## config.mk

```make
export PLATFORM = sky130hd
export DESIGN_NAME = uart_cmd_top
export DESIGN_NICKNAME = d
export VERILOG_FILES = /design/src/rtl/uart_cmd_pkg.sv /design/src/rtl/uart_tx_frame.sv /design/src/rtl/uart_rx_frame.sv /design/src/rtl/cmd_sequencer.sv /design/src/rtl/uart_cmd_top.sv
export SDC_FILE = /design/constraint.sdc
export NUM_CORES = 1
export LEC_CHECK = 0
export BUFFER_PORTS_ARGS = -buffer_cell sky130_fd_sc_hd__buf_4
export CAP_MARGIN = 5
export CORE_UTILIZATION = 42
export DETAILED_ROUTE_END_ITERATION = 8
export PLACE_DENSITY = 0.6
export SLEW_MARGIN = 20
export SYNTH_ARGS = -nofsm -noshare
export SYNTH_HDL_FRONTEND = slang
export SYNTH_SLANG_ARGS = --single-unit
```

## constraint.sdc

```tcl
create_clock -name clk -period 3.3 [get_ports clk]
set_clock_uncertainty 0.1 [all_clocks]
set_input_delay 0.33 -clock clk [delete_from_list [all_inputs] [get_ports clk]]
set_output_delay 0.33 -clock clk [all_outputs]
set_load 0.02 [all_outputs]
```

## src/rtl/uart_cmd_pkg.sv

```systemverilog
`default_nettype none

package uart_cmd_pkg;

  localparam int CMD_WIDTH  = 16;
  localparam int CMD_RW_BIT = 15; // 1 = write, 0 = read.
  localparam int FRAME_BITS = 11; // Start, 8 data, parity, stop.

  typedef logic [7:0]           byte_t;
  typedef logic [CMD_WIDTH-1:0] cmd_t;

  // Even parity bit for one data byte.
  function automatic logic even_parity(input byte_t data);
    return ^data;
  endfunction

endpackage

`default_nettype wire

```

## src/rtl/uart_tx_frame.sv

```systemverilog
`timescale 1ns/10ps
`default_nettype none

module uart_tx_frame #(
  parameter int BAUD_DIV = 434
) (
  input  wire logic                clk,
  input  wire logic                rst_n,
  input  wire logic                tx_start,
  input  wire uart_cmd_pkg::byte_t tx_byte,
  output logic                     tx,
  output logic                     tx_done
);
  import uart_cmd_pkg::*;

  localparam int               CNT_W     = (BAUD_DIV > 1) ? $clog2(BAUD_DIV) : 1;
  localparam logic [CNT_W-1:0] BAUD_LAST = CNT_W'(BAUD_DIV - 1);
  localparam logic [3:0]       STOP_IDX  = 4'(FRAME_BITS - 1);

  logic                    busy;
  logic [CNT_W-1:0]        baud_cnt;
  logic [3:0]              bit_cnt;
  logic [FRAME_BITS-2:0]   shift_q; // Stop, parity, data.
  logic                    bit_end;

  assign bit_end = busy && (baud_cnt == BAUD_LAST);
  assign tx_done = bit_end && (bit_cnt == STOP_IDX); // Last cycle of stop bit.

  always_ff @(posedge clk or negedge rst_n)
  begin
    if (!rst_n)
    begin
      busy     <= 1'b0;
      baud_cnt <= '0;
      bit_cnt  <= '0;
      tx       <= 1'b1;
    end
    else if (tx_start)
    begin
      busy     <= 1'b1;
      baud_cnt <= '0;
      bit_cnt  <= '0;
      tx       <= 1'b0; // Start bit.
    end
    else if (busy)
    begin
      if (bit_end)
      begin
        baud_cnt <= '0;
        if (bit_cnt == STOP_IDX)
        begin
          busy <= 1'b0;
        end
        else
        begin
          bit_cnt <= bit_cnt + 4'd1;
          tx      <= shift_q[0];
        end
      end
      else
      begin
        baud_cnt <= baud_cnt + 1'b1;
      end
    end
  end

  // Frame payload shifts out LSB first, ones fill behind.
  always_ff @(posedge clk)
  begin
    if (tx_start)
      shift_q <= {1'b1, even_parity(tx_byte), tx_byte};
    else if (bit_end)
      shift_q <= {1'b1, shift_q[FRAME_BITS-2:1]};
  end

endmodule

`default_nettype wire

```

## src/rtl/uart_rx_frame.sv

```systemverilog
`timescale 1ns/10ps
`default_nettype none

module uart_rx_frame #(
  parameter int BAUD_DIV = 434
) (
  input  wire logic           clk,
  input  wire logic           rst_n,
  input  wire logic           rx,
  input  wire logic           rx_enable,
  output logic                rx_busy,
  output logic                rx_valid,
  output uart_cmd_pkg::byte_t rx_byte,
  output logic                rx_err
);
  import uart_cmd_pkg::*;

  localparam int               CNT_W     = (BAUD_DIV > 1) ? $clog2(BAUD_DIV) : 1;
  localparam logic [CNT_W-1:0] BAUD_LAST = CNT_W'(BAUD_DIV - 1);
  localparam logic [CNT_W-1:0] HALF      = CNT_W'(BAUD_DIV / 2);
  localparam logic [3:0]       PAR_IDX   = 4'(FRAME_BITS - 2);
  localparam logic [3:0]       STOP_IDX  = 4'(FRAME_BITS - 1);

  logic             rx_meta;
  logic             rx_sync;
  logic             rx_prev;
  logic [CNT_W-1:0] baud_cnt;
  logic [3:0]       bit_cnt;
  logic             par_q;
  logic             sample;

  assign sample = rx_busy && (baud_cnt == HALF); // Mid-bit point.

  always_ff @(posedge clk or negedge rst_n)
  begin
    if (!rst_n)
    begin
      rx_meta <= 1'b1;
      rx_sync <= 1'b1;
      rx_prev <= 1'b1;
    end
    else
    begin
      rx_meta <= rx;
      rx_sync <= rx_meta;
      rx_prev <= rx_sync;
    end
  end

  always_ff @(posedge clk or negedge rst_n)
  begin
    if (!rst_n)
    begin
      rx_busy  <= 1'b0;
      rx_valid <= 1'b0;
      rx_err   <= 1'b0;
      baud_cnt <= '0;
      bit_cnt  <= '0;
    end
    else
    begin
      rx_valid <= 1'b0;
      rx_err   <= 1'b0;
      if (!rx_busy)
      begin
        if (rx_enable && rx_prev && !rx_sync) // Falling edge.
        begin
          rx_busy  <= 1'b1;
          baud_cnt <= '0;
          bit_cnt  <= '0;
        end
      end
      else
      begin
        baud_cnt <= (baud_cnt == BAUD_LAST) ? '0 : baud_cnt + 1'b1;
        if (baud_cnt == BAUD_LAST)
          bit_cnt <= bit_cnt + 4'd1;
        if (sample && (bit_cnt == '0) && rx_sync)
        begin
          rx_busy <= 1'b0; // Glitch, not a start bit.
        end
        else if (sample && (bit_cnt == STOP_IDX))
        begin
          rx_busy <= 1'b0;
          if (rx_sync && (par_q == even_parity(rx_byte)))
            rx_valid <= 1'b1;
          else
            rx_err <= 1'b1;
        end
      end
    end
  end

  always_ff @(posedge clk)
  begin
    if (sample && (bit_cnt != '0) && (bit_cnt < PAR_IDX))
      rx_byte <= {rx_sync, rx_byte[7:1]}; // LSB arrives first.
    if (sample && (bit_cnt == PAR_IDX))
      par_q <= rx_sync;
  end

endmodule

`default_nettype wire

```

## src/rtl/cmd_sequencer.sv

```systemverilog
`timescale 1ns/10ps
`default_nettype none

module cmd_sequencer #(
  parameter int BAUD_DIV  = 434,
  parameter int GAP_BITS  = 16,
  parameter int RESP_BITS = 32
) (
  input  wire logic                clk,
  input  wire logic                rst_n,
  input  wire uart_cmd_pkg::cmd_t  cmd_in,
  input  wire logic                cmd_vld,
  input  wire logic                tx_done,
  input  wire logic                rx_busy,
  input  wire logic                rx_valid,
  input  wire uart_cmd_pkg::byte_t rx_byte,
  input  wire logic                rx_err,
  output logic                     cmd_rdy,
  output logic                     tx_start,
  output uart_cmd_pkg::byte_t      tx_byte,
  output logic                     rx_enable,
  output logic                     read_rdy,
  output uart_cmd_pkg::byte_t      read_data,
  output logic                     read_err
);
  import uart_cmd_pkg::*;

  localparam int GAP_CYC  = GAP_BITS * BAUD_DIV;
  localparam int RESP_CYC = RESP_BITS * BAUD_DIV;
  localparam int CNT_W    = $clog2(((GAP_CYC > RESP_CYC) ? GAP_CYC : RESP_CYC) + 1);
  // Down counter, terminal count zero.
  localparam logic [CNT_W-1:0] GAP_LOAD  = CNT_W'(GAP_CYC - 2);
  localparam logic [CNT_W-1:0] RESP_LOAD = CNT_W'(RESP_CYC - 1);

  typedef enum logic [2:0] {
    S_IDLE,
    S_SEND1,
    S_GAP,
    S_SEND2,
    S_WAIT_RESP,
    S_RECEIVE,
    S_REPORT
  } state_t;

  state_t           state;
  cmd_t             cmd_q;
  logic [CNT_W-1:0] cnt;

  assign cmd_rdy   = (state == S_IDLE);
  assign rx_enable = (state == S_WAIT_RESP) || (state == S_RECEIVE);
  assign tx_byte   = (state == S_SEND2) ? cmd_q[7:0] : cmd_q[CMD_WIDTH-1 -: 8];

  always_ff @(posedge clk)
  begin
    if (cmd_rdy && cmd_vld)
      cmd_q <= cmd_in;
  end

  always_ff @(posedge clk or negedge rst_n)
  begin
    if (!rst_n)
    begin
      state     <= S_IDLE;
      cnt       <= '0;
      tx_start  <= 1'b0;
      read_rdy  <= 1'b0;
      read_err  <= 1'b0;
      read_data <= '0;
    end
    else
    begin
      tx_start <= 1'b0;
      read_rdy <= 1'b0;
      read_err <= 1'b0;
      case (state)
        S_IDLE:
        begin
          if (cmd_vld)
          begin
            tx_start <= 1'b1;
            state    <= S_SEND1;
          end
        end
        S_SEND1:
        begin
          if (tx_done && cmd_q[CMD_RW_BIT])
          begin
            cnt   <= GAP_LOAD;
            state <= S_GAP;
          end
          else if (tx_done)
          begin
            cnt   <= RESP_LOAD;
            state <= S_WAIT_RESP;
          end
        end
        S_GAP:
        begin
          cnt <= cnt - 1'b1;
          if (cnt == '0)
          begin
            tx_start <= 1'b1;
            state    <= S_SEND2;
          end
        end
        S_SEND2:
        begin
          if (tx_done)
            state <= S_IDLE;
        end
        S_WAIT_RESP:
        begin
          if (rx_busy)
          begin
            state <= S_RECEIVE;
          end
          else if (cnt == '0)
          begin
            read_err <= 1'b1; // No response in window.
            state    <= S_REPORT;
          end
          else
          begin
            cnt <= cnt - 1'b1;
          end
        end
        S_RECEIVE:
        begin
          if (rx_valid)
          begin
            read_rdy  <= 1'b1;
            read_data <= rx_byte;
            state     <= S_REPORT;
          end
          else if (rx_err)
          begin
            read_err <= 1'b1;
            state    <= S_REPORT;
          end
          else if (!rx_busy)
          begin
            state <= S_WAIT_RESP; // False start, window resumes.
          end
        end
        S_REPORT:  state <= S_IDLE;
        default:   state <= S_IDLE;
      endcase
    end
  end

endmodule

`default_nettype wire

```

## src/rtl/uart_cmd_top.sv

```systemverilog
`timescale 1ns/10ps
`default_nettype none

module uart_cmd_top #(
  parameter int BAUD_DIV  = 434,
  parameter int GAP_BITS  = 16,
  parameter int RESP_BITS = 32
) (
  input  wire logic                clk,
  input  wire logic                rst_n,
  input  wire uart_cmd_pkg::cmd_t  cmd_in,
  input  wire logic                cmd_vld,
  input  wire logic                rx,
  output wire logic                tx,
  output wire logic                cmd_rdy,
  output wire logic                read_rdy,
  output wire uart_cmd_pkg::byte_t read_data,
  output wire logic                read_err
);
  import uart_cmd_pkg::*;

  wire        tx_start;
  wire        tx_done;
  wire byte_t tx_byte;
  wire        rx_enable;
  wire        rx_busy;
  wire        rx_valid;
  wire        rx_err;
  wire byte_t rx_byte;

  cmd_sequencer #(
    .BAUD_DIV  (BAUD_DIV),
    .GAP_BITS  (GAP_BITS),
    .RESP_BITS (RESP_BITS)
  ) cmd_sequencer_i (
    .clk       (clk),
    .rst_n     (rst_n),
    .cmd_in    (cmd_in),
    .cmd_vld   (cmd_vld),
    .tx_done   (tx_done),
    .rx_busy   (rx_busy),
    .rx_valid  (rx_valid),
    .rx_byte   (rx_byte),
    .rx_err    (rx_err),
    .cmd_rdy   (cmd_rdy),
    .tx_start  (tx_start),
    .tx_byte   (tx_byte),
    .rx_enable (rx_enable),
    .read_rdy  (read_rdy),
    .read_data (read_data),
    .read_err  (read_err)
  );

  uart_tx_frame #(
    .BAUD_DIV (BAUD_DIV)
  ) uart_tx_frame_i (
    .clk      (clk),
    .rst_n    (rst_n),
    .tx_start (tx_start),
    .tx_byte  (tx_byte),
    .tx       (tx),
    .tx_done  (tx_done)
  );

  uart_rx_frame #(
    .BAUD_DIV (BAUD_DIV)
  ) uart_rx_frame_i (
    .clk       (clk),
    .rst_n     (rst_n),
    .rx        (rx),
    .rx_enable (rx_enable),
    .rx_busy   (rx_busy),
    .rx_valid  (rx_valid),
    .rx_byte   (rx_byte),
    .rx_err    (rx_err)
  );

endmodule

`default_nettype wire

```

== Word-level counts from Yosys, hierarchy flattened ==
Cells that the tools add are included.
Word-level totals
  output and inout bits: 12
  RAM bits: 0
  memories kept: 0
  register bits after elaboration: 96
  latch bits: 0
  ROM bits: 0
  logic and storage cells: 142
  input port bits: 20
Operators by class
  $add $sub $neg: 5
  shifts and indexed selects: 0
  bitwise logic cells: 0
  mux-type cells: 61
  $lt $le $gt $ge: 1
  $mul: 0
  divide/modulo/power cells: 0
  reduce and logical (&&, ||, !) cells: 31
  equality and inequality tests: 22
Operator list (number)
  $mux W9: 8
  $mux W14: 4
  $pmux W14 S3: 1
  $mux W3: 10
  $mux W4: 7
  $mux W1: 27
  $add A9 B1 Y9 const B: 2
  $eq A9 B9 Y1 const B: 2
  $pmux W3 S6: 1
  $reduce_xor A8 Y1: 2
  $logic_and A1 B1 Y1: 14
  $logic_not A14 Y1: 1
  $sub A14 B1 Y14 const B: 1
  $eq A4 B4 Y1 const B: 3
  $ne A2 B2 Y1 const B: 5
  $eq A9 B8 Y1 const B: 1
  $add A4 B1 Y4 const B: 2
  $mux W8: 1
  $eq A3 B2 Y1 const B: 2
  $eq A3 B3 Y1 const B: 2
  $reduce_and A6 Y1: 1
  $reduce_bool A2 Y1: 3
  $logic_not A4 Y1: 1
  $lt A4 B4 Y1 const B: 1
  15 further kinds: 18

== Logic depth before layout (Yosys ltp) ==
  depth after elaboration: 7
  mapped depth: 8
  depth with buffers taken out: 7

== Hierarchy ==
Synthesis repeated with hierarchy kept, for this count alone.
Unflattened totals
  cell total of the unflattened synthesis: 417
  area, all modules: 4884.7 µm²
Modules (own cells, without submodules)
  cmd_sequencer: area an instance 2225.9 µm², sequential area each 1181.1 µm², times used 1, cells an instance 188
  uart_rx_frame: area an instance 1393.8 µm², sequential area each 749.5 µm², times used 1, cells an instance 121
  uart_tx_frame: area an instance 1265.0 µm², sequential area each 646.9 µm², times used 1, cells an instance 108

== Worst setup path after synthesis ==
No wires, ideal clock.
  path kind: register to register
  start point: register cmd_sequencer_i.cnt[3]
  end point: register cmd_sequencer_i.state[0]
  library setup time: 0.128 ns
  cell stages (with the launch flop): 7
  slack: 0.842 ns
  period minus slack after synthesis: 2.458 ns
  buffers on the path: 1
  required time: 3.072 ns
  arrival time: 2.230 ns
  cells stage by stage: dfrtp_1 buf_6 or4_4 or2_4 or3_1 a221oi_2 mux2_1
Between the ends
  longest elaborated chain between the ends: 3
  elaborated cells on any way between the ends: 4
  those cells by class: eq/ne (2); reduce/logical (2)
RTL lines
  start: declaration: line cmd_sequencer.sv:47  | logic [CNT_W-1:0] cnt;
  start signal: assignment: line cmd_sequencer.sv:99  | cnt <= cnt - 1'b1;
  start signal: assignment: line cmd_sequencer.sv:124  | cnt <= cnt - 1'b1;
  $logic_not A14 Y1 (*): line cmd_sequencer.sv:100, cmd_sequencer.sv:117
  $ne A3 B2 Y1 (no source line) or $ne A2 B1 Y1 (tied branches)
  $reduce_and A6 Y1 (no source line) (*)
  end signal: assignment: line cmd_sequencer.sv:103  | state <= S_SEND2;
  end signal: assignment: line cmd_sequencer.sv:115  | state <= S_RECEIVE;
  end signal: assignment: line cmd_sequencer.sv:120  | state <= S_REPORT;
  end: declaration: line cmd_sequencer.sv:45  | state_t state;
Mark *: on every way between the ends. The rest lies on a longest branch, timed or not.
A chain may end at the register's enable or synchronous reset.

== Final worst setup path ==
  start point: register uart_tx_frame_i.baud_cnt[2]
  end point: register cmd_sequencer_i.cnt[4]
Between the ends
  longest elaborated chain between the ends: 6
  elaborated cells on any way between the ends: 8
  those cells by class: eq/ne (2); mux (2); reduce/logical (4)
RTL lines
  start: declaration: line uart_tx_frame.sv:21  | logic [CNT_W-1:0] baud_cnt;
  start signal: assignment: line uart_tx_frame.sv:62  | baud_cnt <= baud_cnt + 1'b1;
  $eq A9 B9 Y1 (*): line uart_tx_frame.sv:26  | assign bit_end = busy && (baud_cnt == BAUD_LAST);
  $logic_and A1 B1 Y1 (*): line uart_tx_frame.sv:26
  $logic_and A1 B1 Y1 (*): line uart_tx_frame.sv:27  | assign tx_done = bit_end && (bit_cnt == STOP_IDX);
  $logic_and A1 B1 Y1: line cmd_sequencer.sv:86  | if (tx_done && cmd_q[CMD_RW_BIT])
  $ne A3 B1 Y1 (no source line) or $mux W14 (tied branches)
  $reduce_and A4 Y1 (no source line) or $pmux W14 S3 (tied branches)
Marked as above.

==> flow_metrics.env <==
export IMPL_netlist_area_sq_um=4680
export IMPL_routed_via_density=5.42
export IMPL_dp_slack_ns=0.757
export IMPL_ys_seq_area_frac=0.550
export IMPL_drive_above_1_share=0.146
export IMPL_crit_slowest_cell="nor3_1"
export IMPL_r2r_end="cmd_sequencer_i.cnt[4]"
export IMPL_postSynthAreaPerCell_sq_um=11.0
export IMPL_timing_final_crit_share=0.779
export IMPL_ys_async_sr_fraction=0.646
export IMPL_r2r_start="uart_tx_frame_i.baud_cnt[2]"
export IMPL_synth_net_count=457
export IMPL_crit_path_max_fanout=6
export IMPL_root_buffer="clkbuf_8"
export IMPL_initial_core_util=0.432
export IMPL_cpPeakStageDelay_ns=0.70
export IMPL_io_buffer_count=31
export IMPL_h_tree_depth=3
export IMPL_cts_tree="done"
export IMPL_yosys_area_top_type_share=0.310
export IMPL_endpoint_kind="flip-flop"
export IMPL_dp_cells=587
export IMPL_ys_seq_elements=96
export IMPL_synth_edf_count=34
export IMPL_path_class="reg2reg"
export IMPL_yosysMostFrequentCell="dfrtp_1"
export IMPL_area_delta_synth_final_pct=13.1
export IMPL_synth_cell_types=54
export IMPL_finalNonFillerCells=605
export IMPL_whs_ns=0.0415
export IMPL_synthTopCellsByCount="58 x dfrtp_1, 45 x nor2_1, 34 x edfxtp_1"
export IMPL_hold_path_depth=1
export IMPL_path_buf_inv=0
export IMPL_clock_path_buffers=2
export IMPL_cp_arrival_ns=2.67
export IMPL_rows=38
export IMPL_path_clk_slew_ns=0.09
export IMPL_rsz0062_at_grt="no"
export IMPL_min_to="cmd_sequencer_i.cmd_q[3]"
export IMPL_powerDensity_nw_per_um2=393
export IMPL_tightest_slew_ns=0.864
export IMPL_finalWeightedCongestion=0.808
export IMPL_timing_final_ws_setup_ns=0.730
export IMPL_p_total_mw=2.08
export IMPL_required_ns=3.40
export IMPL_first_iter_violations=172
export IMPL_nets=491
export IMPL_drt_wirelength_per_cell_um=14.3
export IMPL_insertion_delay_ns=0.35
export IMPL_min_delay_start="cmd_in[3]"
export IMPL_crit_chain="nor3b_1 -> and3_1 -> a41oi_1 -> nor3_1 -> a31oi_1"
export IMPL_num_antenna_cells=0
export IMPL_slew_violations=0
export IMPL_cts_setup_buffers=0
export IMPL_die_w_um=108
export IMPL_cap_viol_max_count=0
export IMPL_die_area_sq_um=11600
export IMPL_synthTopCellsByArea="dfrtp_1 31%, edfxtp_1 22%, xnor2_1 4.3%"
export IMPL_start_kind="flip-flop"
export IMPL_fmax_mhz=389
export IMPL_hold_class="in2reg"
export IMPL_ys_warn_count=0
export IMPL_finalSetupTns_ns=0
export IMPL_grt_pass1_vias=3207
export IMPL_worst_r2r_setup_slack_ns=0.73
export IMPL_ant_nets=0
export IMPL_grt_pass1_wl_um=14900
export IMPL_nFillCells=1014
export IMPL_io_pins=32
export IMPL_setup_viol=0
export IMPL_cp_top_family="simple AND/OR/NAND/NOR gates"
export IMPL_antenna_found_initial=0
export IMPL_yosysTopAreaCell="dfrtp_1"
export IMPL_grt_start_max_net_pins=63
export IMPL_vias=3280
export IMPL_drt_wl_total_um=8650
export IMPL_slew_headroom=0.416
export IMPL_finalHoldViolations=0
export IMPL_gr_total_overflow=0
export IMPL_syn_inst=426
export IMPL_r2r_cells=5
export IMPL_place_hpwl_um=5880
export IMPL_die_y_um=108
export IMPL_core_sq_um=10800
export IMPL_vdd_ir_drop_worst_mv=0.183
export IMPL_synth_flop_cell="dfrtp_1"
export IMPL_p_leak_nw=2.05
export IMPL_min_period_ns=2.57
export IMPL_grt_usage=0.165
export IMPL_numCtsBuffers=9
export IMPL_status="finished clean"
export IMPL_cts_sinks=96
export IMPL_firstDrtPassIters=6
export IMPL_drc=0
[metrics by stage]
step	area, sq um	util
3_3_place_gp	5060	0.467
5_1_grt	5300	0.488
3_5_place_dp	5060	0.467
6_report	5300	0.488
4_1_cts	5300	0.488
2_1_floorplan	4680	-
[flip-flops by register name (all words and copies together), names as in the netlist, 3 cells and up]
| register | cells |
|---|---|
| cmd_sequencer_i.read_data | 8 |
| uart_rx_frame_i.baud_cnt | 9 |
| uart_rx_frame_i.rx_byte | 8 |
| uart_rx_frame_i.bit_cnt | 4 |
| uart_tx_frame_i.shift_q | 9 |
| cmd_sequencer_i.cnt | 14 |
| uart_tx_frame_i.bit_cnt | 4 |
| uart_tx_frame_i.baud_cnt | 9 |
| cmd_sequencer_i.state | 3 |
| cmd_sequencer_i.cmd_q | 16 |
[worst max path at each step]
stage | start | endpoint | slack, ns | cells after the start
2_1_floorplan | cmd_sequencer_i.cnt[3] | cmd_sequencer_i.state[0] | 0.84 | 6
3_3_place_gp | cmd_sequencer_i.cnt[3] | cmd_sequencer_i.state[0] | 0.79 | 5
3_5_place_dp | cmd_sequencer_i.cnt[3] | cmd_sequencer_i.state[0] | 0.76 | 5
4_1_cts | cmd_sequencer_i.cnt[3] | cmd_sequencer_i.state[0] | 0.74 | 5
5_1_grt | uart_tx_frame_i.baud_cnt[2] | cmd_sequencer_i.cnt[4] | 0.51 | 5
6_report | uart_tx_frame_i.baud_cnt[2] | cmd_sequencer_i.cnt[4] | 0.73 | 5
[power by group]
group	internal [mW]	leakage, nW	total, mW	switching, mW
combinational	0.0161	0.909	0.0342	0.0181
sequential	1.23	1.05	1.23	0.00150
clock	0.419	0.100	0.814	0.395
[logic make-up after synthesis]
kind of cell,share of synthesized area
flip-flops,0.550
AO/OA/AOI/OAI,0.120
XOR/XNOR,0.0665
buffers and inverters,0.0232
AND/OR/NAND/NOR,0.163
multiplexers,0.0478
adder cells (fa/ha/maj),0.0294
[routing by layer]
| metal | part of all wire | track usage |
|---|---|---|
| met1 | 0.48 | 0.216 |
| met2 | 0.48 | 0.263 |
| met3 | 0.035 | 0.0375 |
| met4 | 0.012 | 0.0675 |
| met5 | 0 | 0 |
[cell type report]
class | count | area [sq um] | area share
clock buffers | 9 | 124 | 0.0234
clock inverters | 7 | 86.3 | 0.0163
inverters | 12 | 45.0 | 0.00851
multi-input cells | 303 | 2000 | 0.377
flip-flops and latches | 96 | 2580 | 0.487
well taps | 140 | 175 | 0.0331
repair buffers | 38 | 290 | 0.0548
[layout by cell type, fill, tap and decap left out, drive strengths merged, types with 3 or more instances in the layout]
| cell type | count |
|---|---|
| nor4 | 5 |
| clkinv | 3 |
| nand3 | 8 |
| ha | 11 |
| dfrtp | 58 |
| nor2 | 45 |
| a31oi | 15 |
| nand3b | 4 |
| or3 | 5 |
| and3 | 4 |
| o31ai | 10 |
| mux2 | 11 |
| nor3 | 10 |
| o21ai | 22 |
| nand4 | 5 |
| mux2i | 10 |
| nand2 | 26 |
| xor2 | 10 |
| a41oi | 3 |
| nor3b | 3 |
| dfstp | 4 |
| nand2b | 9 |
| and2 | 5 |
| a21oi | 22 |
| clkbuf | 9 |
| inv | 12 |
| o41ai | 3 |
| edfxtp | 34 |
| buf | 36 |
| nor2b | 8 |
| xnor2 | 23 |
[timing repair]
item	CTS	global route
resized for setup	0	0
hold buffers	2	0
hold endpoints to repair	59	0
Power figures use the tool's default switching activity.
